**src/hw/queue_cfg_pkg.sv**
```systemverilog
package queue_cfg_pkg;

	// payload width of one queue entry
	localparam int ENTRY_W = 8;

	// storage split into equal banks, filled and drained in rotation
	localparam int NUM_BANKS  = 4;
	localparam int BANK_DEPTH = 4;
	localparam int QUEUE_DEPTH = NUM_BANKS * BANK_DEPTH;
	localparam int BANK_IDX_W = 2;

	// most entries moved per bus push and per consumer pop
	localparam int PUSH_MAX = 3;
	localparam int POP_MAX  = 2;

	// global pointer carries one wrap bit above the 16-entry index
	localparam int PTR_W  = 5;
	localparam int SLOT_W = 2;

	typedef logic [PTR_W-1:0] ptr_t;
	typedef logic [BANK_IDX_W-1:0] bank_idx_t;

	typedef struct packed {
		logic [ENTRY_W-1:0] payload;
	} entry_t;

	// head[0] is the oldest entry
	// count tells how many heads are valid (0 to 2)
	typedef struct packed {
		logic [1:0] count;
		entry_t [POP_MAX-1:0] head;
	} pop_view_t;

endpackage

```
**src/hw/wb_pkg.sv**
```systemverilog
package wb_pkg;

	localparam int WB_DW = 32;

	// one address bit selects push data or control
	localparam logic ADR_PUSH = 1'b0;
	localparam logic ADR_CTRL = 1'b1;

	typedef struct packed {
		logic cyc;
		logic stb;
		logic we;
		logic adr;
		logic [WB_DW-1:0] dat;
	} wb_req_t;

	typedef struct packed {
		logic ack;
		logic [WB_DW-1:0] dat;
	} wb_rsp_t;

	// count in the top two bits, entry 0 in the lowest byte
	typedef struct packed {
		logic [1:0] count;
		logic [WB_DW-2-queue_cfg_pkg::PUSH_MAX*queue_cfg_pkg::ENTRY_W-1:0] rsvd;
		queue_cfg_pkg::entry_t [queue_cfg_pkg::PUSH_MAX-1:0] entry;
	} push_word_t;

	// only bit 0 carries meaning, the rest reads back as don't care
	typedef struct packed {
		logic [WB_DW-2:0] rsvd;
		logic flush;
	} ctrl_word_t;

	// the write data word, seen as push or control depending on adr
	typedef union packed {
		push_word_t push;
		ctrl_word_t ctrl;
	} bus_word_u;

endpackage

```
**src/hw/entry_bank.sv**
```systemverilog
`timescale 1ns/10ps

module entry_bank (
	input  logic CLK,
	input  logic reset,
	input  logic flush,
	input  logic fill,
	input  queue_cfg_pkg::entry_t fill_entry,
	input  logic drain,
	output queue_cfg_pkg::entry_t head
);

	queue_cfg_pkg::entry_t slot [queue_cfg_pkg::BANK_DEPTH];
	logic [queue_cfg_pkg::SLOT_W-1:0] fill_slot;
	logic [queue_cfg_pkg::SLOT_W-1:0] drain_slot;
	// local fill level, one bit wider than the slot index
	logic [queue_cfg_pkg::SLOT_W:0] level;

	// slot storage only moves on fill
	always_ff @(posedge CLK) begin
		if (fill) begin
			slot[fill_slot] <= fill_entry;
		end
	end

	always_ff @(posedge CLK) begin
		if (reset || flush) begin
			fill_slot <= '0;
			drain_slot <= '0;
		end else begin
			// both counters wrap over the four slots
			if (fill) begin
				fill_slot <= fill_slot + 1'b1;
			end
			if (drain) begin
				drain_slot <= drain_slot + 1'b1;
			end
		end
	end

	always_ff @(posedge CLK) begin
		if (reset || flush) begin
			level <= '0;
		end else begin
			level <= level + {{queue_cfg_pkg::SLOT_W{1'b0}}, fill}
				- {{queue_cfg_pkg::SLOT_W{1'b0}}, drain};
		end
	end

	// oldest entry still held by this bank
	assign head = slot[drain_slot];

	// global free space check must keep every bank from overflowing
	assert property (@(posedge CLK) disable iff (reset)
		fill |-> (level < queue_cfg_pkg::BANK_DEPTH));

	// pop side only drains banks whose head is shown as valid
	assert property (@(posedge CLK) disable iff (reset)
		drain |-> (level != '0));

endmodule

```
**src/hw/entry_queue_top.sv**
```systemverilog
`timescale 1ns/10ps

module entry_queue_top (
	input  logic CLK,
	input  logic reset,
	input  wb_pkg::wb_req_t bus_req,
	output wb_pkg::wb_rsp_t bus_rsp,
	output queue_cfg_pkg::pop_view_t pop_view,
	input  logic [1:0] pop_count
);

	logic [queue_cfg_pkg::PTR_W-1:0] rd_ptr;
	logic [queue_cfg_pkg::PTR_W-1:0] wr_ptr;
	logic [queue_cfg_pkg::PTR_W-1:0] occupancy;
	logic [queue_cfg_pkg::NUM_BANKS-1:0] fill;
	logic [queue_cfg_pkg::NUM_BANKS-1:0] drain;
	queue_cfg_pkg::entry_t [queue_cfg_pkg::NUM_BANKS-1:0] fill_entry;
	queue_cfg_pkg::entry_t [queue_cfg_pkg::NUM_BANKS-1:0] bank_head;
	logic flush;

	// bus side, owns the write pointer and the full condition
	push_distributor u_push (
		.CLK(CLK),
		.reset(reset),
		.bus_req(bus_req),
		.bus_rsp(bus_rsp),
		.rd_ptr(rd_ptr),
		.wr_ptr(wr_ptr),
		.occupancy(occupancy),
		.fill(fill),
		.fill_entry(fill_entry),
		.flush(flush)
	);

	// stream side, owns the read pointer and the empty condition
	pop_gatherer u_pop (
		.CLK(CLK),
		.reset(reset),
		.flush(flush),
		.wr_ptr(wr_ptr),
		.rd_ptr(rd_ptr),
		.occupancy(occupancy),
		.bank_head(bank_head),
		.drain(drain),
		.pop_view(pop_view),
		.pop_count(pop_count)
	);

	// four banks, each fills and drains in its own slot order
	for (genvar b = 0; b < queue_cfg_pkg::NUM_BANKS; b++) begin : g_bank
		entry_bank u_bank (
			.CLK(CLK),
			.reset(reset),
			.flush(flush),
			.fill(fill[b]),
			.fill_entry(fill_entry[b]),
			.drain(drain[b]),
			.head(bank_head[b])
		);
	end

endmodule

```
**src/hw/pop_gatherer.sv**
```systemverilog
`timescale 1ns/10ps

module pop_gatherer (
	input  logic CLK,
	input  logic reset,
	input  logic flush,
	input  logic [queue_cfg_pkg::PTR_W-1:0] wr_ptr,
	output logic [queue_cfg_pkg::PTR_W-1:0] rd_ptr,
	output logic [queue_cfg_pkg::PTR_W-1:0] occupancy,
	input  queue_cfg_pkg::entry_t [queue_cfg_pkg::NUM_BANKS-1:0] bank_head,
	output logic [queue_cfg_pkg::NUM_BANKS-1:0] drain,
	output queue_cfg_pkg::pop_view_t pop_view,
	input  logic [1:0] pop_count
);

	queue_cfg_pkg::bank_idx_t rd_bank;
	queue_cfg_pkg::bank_idx_t next_bank;

	// wrap bit makes the difference exact from 0 to 16
	assign occupancy = wr_ptr - rd_ptr;

	// oldest entry sits in the bank under the read pointer
	assign rd_bank = rd_ptr[queue_cfg_pkg::BANK_IDX_W-1:0];
	assign next_bank = rd_bank + 1'b1;

	always_comb begin
		pop_view.head[0] = bank_head[rd_bank];
		pop_view.head[1] = bank_head[next_bank];
		// valid count is occupancy capped at two
		if (occupancy > queue_cfg_pkg::POP_MAX) begin
			pop_view.count = 2'(queue_cfg_pkg::POP_MAX);
		end else begin
			pop_view.count = occupancy[1:0];
		end
	end

	// drain strobes follow the pop count, flush overrides any pop
	always_comb begin
		drain = '0;
		if (!flush) begin
			if (pop_count >= 2'd1) begin
				drain[rd_bank] = 1'b1;
			end
			if (pop_count >= 2'd2) begin
				drain[next_bank] = 1'b1;
			end
		end
	end

	always_ff @(posedge CLK) begin
		if (reset || flush) begin
			rd_ptr <= '0;
		end else begin
			rd_ptr <= rd_ptr + queue_cfg_pkg::ptr_t'(pop_count);
		end
	end

	// consumer has no handshake, it may only take what is shown
	assert property (@(posedge CLK) disable iff (reset)
		pop_count <= pop_view.count);

endmodule

```
**src/hw/push_distributor.sv**
```systemverilog
`timescale 1ns/10ps

module push_distributor (
	input  logic CLK,
	input  logic reset,
	input  wb_pkg::wb_req_t bus_req,
	output wb_pkg::wb_rsp_t bus_rsp,
	input  logic [queue_cfg_pkg::PTR_W-1:0] rd_ptr,
	output logic [queue_cfg_pkg::PTR_W-1:0] wr_ptr,
	input  logic [queue_cfg_pkg::PTR_W-1:0] occupancy,
	output logic [queue_cfg_pkg::NUM_BANKS-1:0] fill,
	output queue_cfg_pkg::entry_t [queue_cfg_pkg::NUM_BANKS-1:0] fill_entry,
	output logic flush
);

	wb_pkg::bus_word_u word;
	queue_cfg_pkg::ptr_t used;
	queue_cfg_pkg::ptr_t free;
	logic is_push;
	logic is_ctrl;
	logic room;
	logic ack_q;
	logic push_ack;

	// write data decoded both ways, adr picks the meaning
	assign word = bus_req.dat;
	assign is_push = bus_req.we && (bus_req.adr == wb_pkg::ADR_PUSH);
	assign is_ctrl = bus_req.we && (bus_req.adr == wb_pkg::ADR_CTRL);

	// free space seen from the read pointer of the pop side
	assign used = wr_ptr - rd_ptr;
	assign free = queue_cfg_pkg::ptr_t'(queue_cfg_pkg::QUEUE_DEPTH) - used;

	// reads and control never wait, a push waits for room
	// pops can only widen the room before the ack cycle
	assign room = !is_push || (queue_cfg_pkg::ptr_t'(word.push.count) <= free);

	always_ff @(posedge CLK) begin
		if (reset) begin
			ack_q <= 1'b0;
		end else begin
			// single cycle ack, never on the cycle right after one
			ack_q <= bus_req.cyc && bus_req.stb && !ack_q && room;
		end
	end

	// bundle lands and flush fires in the ack cycle itself
	assign push_ack = ack_q && is_push;
	assign flush = ack_q && is_ctrl && word.ctrl.flush;

	always_comb begin
		bus_rsp.ack = ack_q;
		bus_rsp.dat = '0;
		// status read returns occupancy as seen during ack
		if (ack_q && !bus_req.we) begin
			bus_rsp.dat[queue_cfg_pkg::PTR_W-1:0] = occupancy;
		end
	end

	// entry k of the bundle goes to bank (wr_ptr + k) mod 4
	always_comb begin
		queue_cfg_pkg::bank_idx_t k;
		fill = '0;
		fill_entry = '0;
		for (int b = 0; b < queue_cfg_pkg::NUM_BANKS; b++) begin
			// position of bank b inside this bundle
			k = queue_cfg_pkg::bank_idx_t'(b) - wr_ptr[queue_cfg_pkg::BANK_IDX_W-1:0];
			if (k < queue_cfg_pkg::PUSH_MAX) begin
				fill_entry[b] = word.push.entry[k];
				fill[b] = push_ack && (k < word.push.count);
			end
		end
	end

	always_ff @(posedge CLK) begin
		if (reset || flush) begin
			wr_ptr <= '0;
		end else if (push_ack) begin
			wr_ptr <= wr_ptr + queue_cfg_pkg::ptr_t'(word.push.count);
		end
	end

	// a bundle only lands while the queue still has room for all of it
	assert property (@(posedge CLK) disable iff (reset)
		push_ack |-> (queue_cfg_pkg::ptr_t'(word.push.count) <= free));

	// ack only answers a request the producer still holds
	assert property (@(posedge CLK) disable iff (reset)
		bus_rsp.ack |-> (bus_req.cyc && bus_req.stb));

endmodule

```
**config.mk**
```make
export PLATFORM = sky130hd
export DESIGN_NAME = entry_queue_top
export DESIGN_NICKNAME = d
export VERILOG_FILES = /design/src/hw/queue_cfg_pkg.sv /design/src/hw/wb_pkg.sv /design/src/hw/entry_bank.sv /design/src/hw/entry_queue_top.sv /design/src/hw/pop_gatherer.sv /design/src/hw/push_distributor.sv
export SDC_FILE = /design/constraint.sdc
export NUM_CORES = 1
export LEC_CHECK = 0
export ABC_AREA = 0
export BUFFER_PORTS_ARGS = -buffer_cell sky130_fd_sc_hd__buf_2
export CORE_ASPECT_RATIO = 1.5
export CORE_MARGIN = 2
export CORE_UTILIZATION = 49
export DETAILED_ROUTE_END_ITERATION = 8
export HOLD_SLACK_MARGIN = 0.08
export PLACE_DENSITY = 0.69
export SLEW_MARGIN = 20
export SYNTH_ARGS = -nofsm -noshare
export SYNTH_HDL_FRONTEND = slang
export SYNTH_SLANG_ARGS = --single-unit
```
**constraint.sdc**
```tcl
create_clock -name CLK -period 9.3 [get_ports CLK]
set_input_delay 1.395 -clock CLK [delete_from_list [all_inputs] [get_ports CLK]]
set_output_delay 1.395 -clock CLK [all_outputs]
set_load 0.03 [all_outputs]
```
==> out/results.ini, run 1 <==
[flow_run]
max-cap-violations=0

[worst_setup_path]
cp-end-kind=output port
r2r_cells=7
crit_type=reg2out
slowest_stage=dfxtp_2
crit_buf_inv=3
slowest_delay_ns=0.94
cp_top_family=flip-flops
path_common_cell=inv_1
path_max_fanout=53
crit_arrival_ns=3.17
rr_startpoint=u_push.wr_ptr[0]
reg2reg_slack_ns=5.12
crit_chain=inv_1, ha_1, inv_1, fa_1, a21o_2, a21oi_1, xnor2_1, or3_1, buf_2
r2r_end=g_bank[2].u_bank.slot[0][1]
critPathLaunchType=flop
crit_required_ns=7.91

[logic_synthesis]
syn_area_per_cell_sq_um=13.77
synth_edf_count=128
syn-cell-area_sq_um=8218
synth-seq-cells=163
yosysWarnings=0
async_flop_share_pct=0
synth.distinct_cells=41
ys_seq_area_share_pct=55.30
syn-instance-count=597
synthFlopType=edfxtp_1

[clocking]
htree_num_levels=4
cts_buffers=17
cts_resized=0
cts.clk_slew.worst_paths_ns=0.06
cts_root_buf=clkbuf_16
postCtsSetupBuffers=0
cts_tree=done
clk_latency_ns=0.43
cts_sinks=163
cts_buffer_depth=2
hold_buffers=0

[power_and_ir_drop]
clockPowerShare_pct=38.6
power_leakage_nw=3.287
power.share.switching_pct=27.32
net-switching-power_mw=0.4981
cellPowerDensity_nw_per_um2=199.2
peakVddDrop_uv=103.7
p_total_mw=1.824
pwr-share-comb_pct=16.5
intPower_mw=1.325
seq_power_share_pct=45.0

[final_layout]
multi_input_area_sq_um=3342
register_area_sq_um=4546
final_cell_count_no_fill=867
syn2layout_area_growth_pct=11.37
layout-drive-gt1-share_pct=23.74
fill_cells=1345
final_cell_area_sq_um=9153
final_nets=731
diodes=0
layout_commonest_cell=edfxtp_1
mostFrequentLayoutCells=128 x edfxtp_1, 101 x nor2_1, 57 x buf_2

[die]
coreArea_sq_um=16620
rows=58
die_w_um=109.7
initial_utilization_pct=49.45
ioPinCount=91
die_h_um=162.6
die_area_sq_um=17840

[timing]
fmax_mhz=219.3
rsz0062_at_grt=false
final_max_slew_viol_count=0
setup_viol=0
slew_headroom_pct=37.94
tns_ns=0
hold_viol=0
post-route-period-util_pct=49.03
post-route-min-period_ns=4.560
finClkSkew_ns=0.01578
worst_slew_pin_slew_ns=0.9309

[detailed_routing]
drc=0
drt_iter0_drc=273
drt-total-wl_mm=17.26
first_pass_iters=5
via_per_inst=5.566
post_drt_wl_per_cell_um=19.91
vias=4826
ant_nets=0

[place]
dp.cells=835
placed_cell_area_sq_um=8551
dp_hpwl_mm=12.75
place.gp.congestion=0.8177
port_buffers=57

[min_path]
hold_depth=2
whs_endpoint=u_pop.rd_ptr[2]
hp-start=u_pop.rd_ptr[2]
hp-class=reg2reg

[run_status]
outcome=finished clean

[global_route]
grt_pass1_vias=4908
grt_use_total_pct=20.71
grt_first_pass_wirelength_mm=26.68
grt_max_degree=54
antenna_found_initial=0
grt-ovfl-total=0

==> worst register-to-register path: cells and delay by family, from the launching register on <==
| family | cells | cell delay, ns |
|---|---|---|
| compound gates | 1 | 0.46 |
| fa+ha+maj | 2 | 0.83 |
| buf+inv | 3 | 1.11 |
| flops | 1 | 0.94 |
| simple gates | 1 | 0.49 |
==> cells in the mapped netlist, drive strengths merged, types with 9 or more instances <==
| master | instances | area share, % |
|---|---|---|
| clkbuf | 15 | 0.69 |
| and2 | 17 | 1.3 |
| nor2 | 101 | 4.6 |
| xnor2 | 11 | 1.2 |
| a21oi | 18 | 1.1 |
| nand2 | 14 | 0.64 |
| edfxtp | 128 | 47 |
| dfxtp | 35 | 8.5 |
| buf | 42 | 3.3 |
| a31oi | 18 | 1.4 |
| mux4 | 48 | 13 |
| mux2i | 20 | 2.4 |
| inv | 26 | 1.2 |
| ha | 43 | 6.5 |
| mux2 | 9 | 1.2 |
==> how the worst max path moves through the flow <==
stage                     depth (start not counted)        startpoint      endpoint
final                                             9  u_push.wr_ptr[0]  pop_view[17]
after global routing                              9  u_push.wr_ptr[0]  pop_view[17]
after CTS                                         8   u_pop.rd_ptr[0]  pop_view[17]
after detailed placement                          8   u_pop.rd_ptr[0]  pop_view[17]
after global placement                            8   u_pop.rd_ptr[0]  pop_view[17]
after floorplan                                  10  u_push.wr_ptr[0]  pop_view[16]
==> per-layer routing <==
layer	routed length, um	part of all wire [%]	vias up	GRT usage [%]
li1	-	-	2229	-
met1	6397	37	2385	23.54
met2	9035	52	180	35.80
met3	1075	6.2	32	4.882
met4	753	4.4	0	10.53
met5	0	0	-	0
==> sequential cells by signal, indices dropped and copies added, names as in the netlist, named ones only <==
register                  flops
g_bank.u_bank.drain_slot      8
g_bank.u_bank.fill_slot       8
g_bank.u_bank.slot          128
u_pop.rd_ptr                  5
u_push.ack_q                  1
u_push.wr_ptr                 5
==> power groups by stage <==
stage	Clock, mW	Sequential (mW)	Combinational [mW]
after floorplan	0	0.816	0.250
after global placement	0	0.836	0.293
after detailed placement	0	0.838	0.300
after CTS	0.710	0.821	0.302
after global routing	0.739	0.824	0.322
final	0.703	0.820	0.300
==> per-stage QoR <==
step           hold slack [ns]  utilization, %  setup slack, ns
4_1_cts                 0.5345           55.07            4.731
2_1_floorplan           0.4791               -            5.215
5_1_grt                 0.5674           55.07            4.533
6_report                0.5274           55.07            4.740
3_5_place_dp            0.5066           51.45            5.198
3_3_place_gp            0.4953           51.45            5.212
==> area by class of cell <==
| cell class | instances | area share [%] |
|---|---|---|
| sequential | 163 | 49.67 |
| multi-input combinational | 376 | 36.51 |
| clock buffer | 18 | 4.689 |
| timing repair buffer | 59 | 3.281 |
| tap | 210 | 2.871 |
| clock inverter | 14 | 1.873 |
| inverter | 27 | 1.107 |
==> cells by family after synthesis <==
logic type,after synthesis,share of synthesized area [%]
AOI/OAI and AO/OA,52,4.537
other,1,0.04563
adders and majority gates,47,7.521
and+or+nand+nor,153,8.237
muxes,77,16.82
buffers and inverters,84,5.237
xor gates and xnor gates,20,2.299
DFF,163,55.30
(Power assumes the default switching activity.)
==> inputs of run 2 (changes only) <==
--- a/config.mk
+++ b/config.mk
@@ -5,14 +5,14 @@
 export SDC_FILE = /design/constraint.sdc
 export NUM_CORES = 1
 export LEC_CHECK = 0
-export ABC_AREA = 0
+export ABC_AREA = 1
 export BUFFER_PORTS_ARGS = -buffer_cell sky130_fd_sc_hd__buf_2
 export CORE_ASPECT_RATIO = 1.5
 export CORE_MARGIN = 2
 export CORE_UTILIZATION = 49
 export DETAILED_ROUTE_END_ITERATION = 8
 export HOLD_SLACK_MARGIN = 0.08
-export PLACE_DENSITY = 0.69
+export PLACE_DENSITY = 0.71
 export SLEW_MARGIN = 20
 export SYNTH_ARGS = -nofsm -noshare
 export SYNTH_HDL_FRONTEND = slang
==> constraint.sdc (replaced) <==
create_clock -name CLK -period 3.95 [get_ports CLK]
set_input_delay 0.5925 -clock CLK [delete_from_list [all_inputs] [get_ports CLK]]
set_output_delay 0.5925 -clock CLK [all_outputs]
set_load 0.03 [all_outputs]
==> out/results.ini, run 2 <==
[run_status]
outcome=finished clean

[global_route]
grt_first_pass_wirelength_mm=30.90
grt-ovfl-total=0
grt_use_total_pct=21.60
grt_pass1_vias=6035
grt_max_degree=39
antenna_found_initial=0

[clocking]
cts_tree=done
cts_resized=0
cts_root_buf=clkbuf_16
htree_num_levels=4
cts_buffers=17
cts_sinks=163
clk_latency_ns=0.42
postCtsSetupBuffers=0
cts.clk_slew.worst_paths_ns=0.06
cts_buffer_depth=2
hold_buffers=0

[logic_synthesis]
synth_most_common_cell=nand2_1
yosys.area.top_type_share_pct=44.85
synth_area_leaders=edfxtp_1 45%, nand2_1 9.0%, dfxtp_1 8.2%
synth-seq-cells=163
synth.distinct_cells=37
syn-instance-count=917
synth_edf_count=128
synth-simple-area-share_pct=16.24
ys_seq_area_share_pct=53.03
yosysWarnings=0
syn-cell-area_sq_um=8569
yosys.area.top_type=edfxtp_1
synthFlopType=edfxtp_1
yosys.area_share.adder_pct=7.213
synth_xor_area_share_pct=0.1022
synthMuxAreaShare_pct=0.8176
async_flop_share_pct=0
synth_compound_area_share_pct=13.18
synth_top_family_by_area=simple AND/OR/NAND/NOR gates
synth_common_cells=205 x nand2_1, 128 x edfxtp_1, 95 x inv_1
syn_area_per_cell_sq_um=9.345

[die]
die_w_um=112.0
initial_utilization_pct=49.61
coreArea_sq_um=17270
ioPinCount=91
die_h_um=166.0
rows=59
die_area_sq_um=18580

[final_layout]
mostFrequentLayoutCells=205 x nand2_1, 128 x edfxtp_1, 95 x inv_1
syn2layout_area_growth_pct=10.53
final_cell_count_no_fill=1195
regMostFlops=g_bank.u_bank.slot
top_regs=g_bank.u_bank.slot x128, g_bank.u_bank.drain_slot x8, g_bank.u_bank.fill_slot x8
layout-drive-gt1-share_pct=11.91
largest_reg_flops=128
layout_commonest_cell=nand2_1
final_nets=1056
diodes=0
final_cell_area_sq_um=9472

[worst_setup_path]
cp-end-kind=output port
crit_type=reg2out
critPathLaunchType=flop
crit_arrival_ns=2.83
crit_required_ns=3.36
path_max_fanout=14

[timing]
hold_viol=0
tns_ns=0
post-route-period-util_pct=86.62
worst_slew_pin_slew_ns=0.8141
final_max_slew_viol_count=0
setup_ws_ns=0.5286
fmax_mhz=292.3
finClkSkew_ns=0.01076
setup_viol=0
post-route-min-period_ns=3.421
slew_headroom_pct=45.53
rsz0062_at_grt=false

[power_and_ir_drop]
cellPowerDensity_nw_per_um2=463.8
p_total_mw=4.393
power_leakage_nw=3.930
peakVddDrop_uv=356.7

[min_path]
hp-class=reg2reg

[place]
place_ws_ns=0.9104
placed_cell_area_sq_um=8900
place.gp.congestion=0.8405
port_buffers=57
dp_hpwl_mm=14.71
dp.cells=1163

[detailed_routing]
top_layer_used=met4
drc=0
ant_nets=0
drt_iter0_drc=611
wl_met3_mm=1.215
wl_met2_mm=10.39
post_drt_wl_per_cell_um=16.64
via_per_inst=5.385
route.layer.met1.wl_mm=7.331
drt-total-wl_mm=19.89
first_pass_iters=6
vias=6435

[flow_run]
max-cap-violations=0

-- run 2: critical path, cell delays in order (launching register included) --
cell	delay, ns
dfxtp_1	0.33
clkinv_1	0.45
ha_1	0.68
clkinv_1	0.39
a21oi_1	0.22
nand2_1	0.07
nand2_1	0.07
buf_2	0.19
-- run 2: cell type report --
| cell class | count | area (sq um) |
|---|---|---|
| clock buffer | 21 | 483.0 |
| clock inverter | 11 | 88.84 |
| fill | 1507 | 7802 |
| inverter | 103 | 386.6 |
| multi-input combinational | 614 | 3319 |
| sequential | 163 | 4544 |
| tap | 213 | 266.5 |
| timing repair buffer | 70 | 382.9 |
-- run 2: worst paths after layout --
kind,startpoint,endpoint,slack (ns),depth (start not counted)
hold / removal,g_bank[0].u_bank.drain_slot[1],flop,0.45,1
hold reg to reg,g_bank[0].u_bank.drain_slot[1],flop,0.45,1
setup reg to reg,u_push.wr_ptr[1],g_bank[2].u_bank.slot[3][2],0.93,9
setup / recovery,u_pop.rd_ptr[1],pop_view[8],0.53,7
-- run 2: report_power, final --
group          internal (mW)  switching, mW  total, mW
clock                  0.893          0.675       1.57
combinational          0.267          0.635      0.902
sequential              1.88         0.0396       1.92
total                   3.04           1.35       4.39
-- run 2: metrics by stage --
stage	util, %	hold WS, ns
final	54.83	0.4458
after global routing	54.83	0.4691
after CTS	54.83	0.4426
after detailed placement	51.52	0.4292
after global placement	51.52	0.4221
after floorplan	-	0.4116
-- run 2: per-layer routing --
metal  vias to the layer above  track usage [%]
met5                         -                0
met4                         0            11.35
met3                        45            3.577
met2                       255            39.34
met1                      2982            23.89
li1                       3153                -
-- run 2: cell families (layout without fill, tap and decap cells) --
logic type / Yosys count / after routing
compound gates: 192 / 192
xor+xnor: 1 / 1
fa+ha+maj: 47 / 47
buf+inv: 166 / 205
flops: 163 / 163
mux: 7 / 7
other cells: 1 / 27
simple gates: 340 / 340
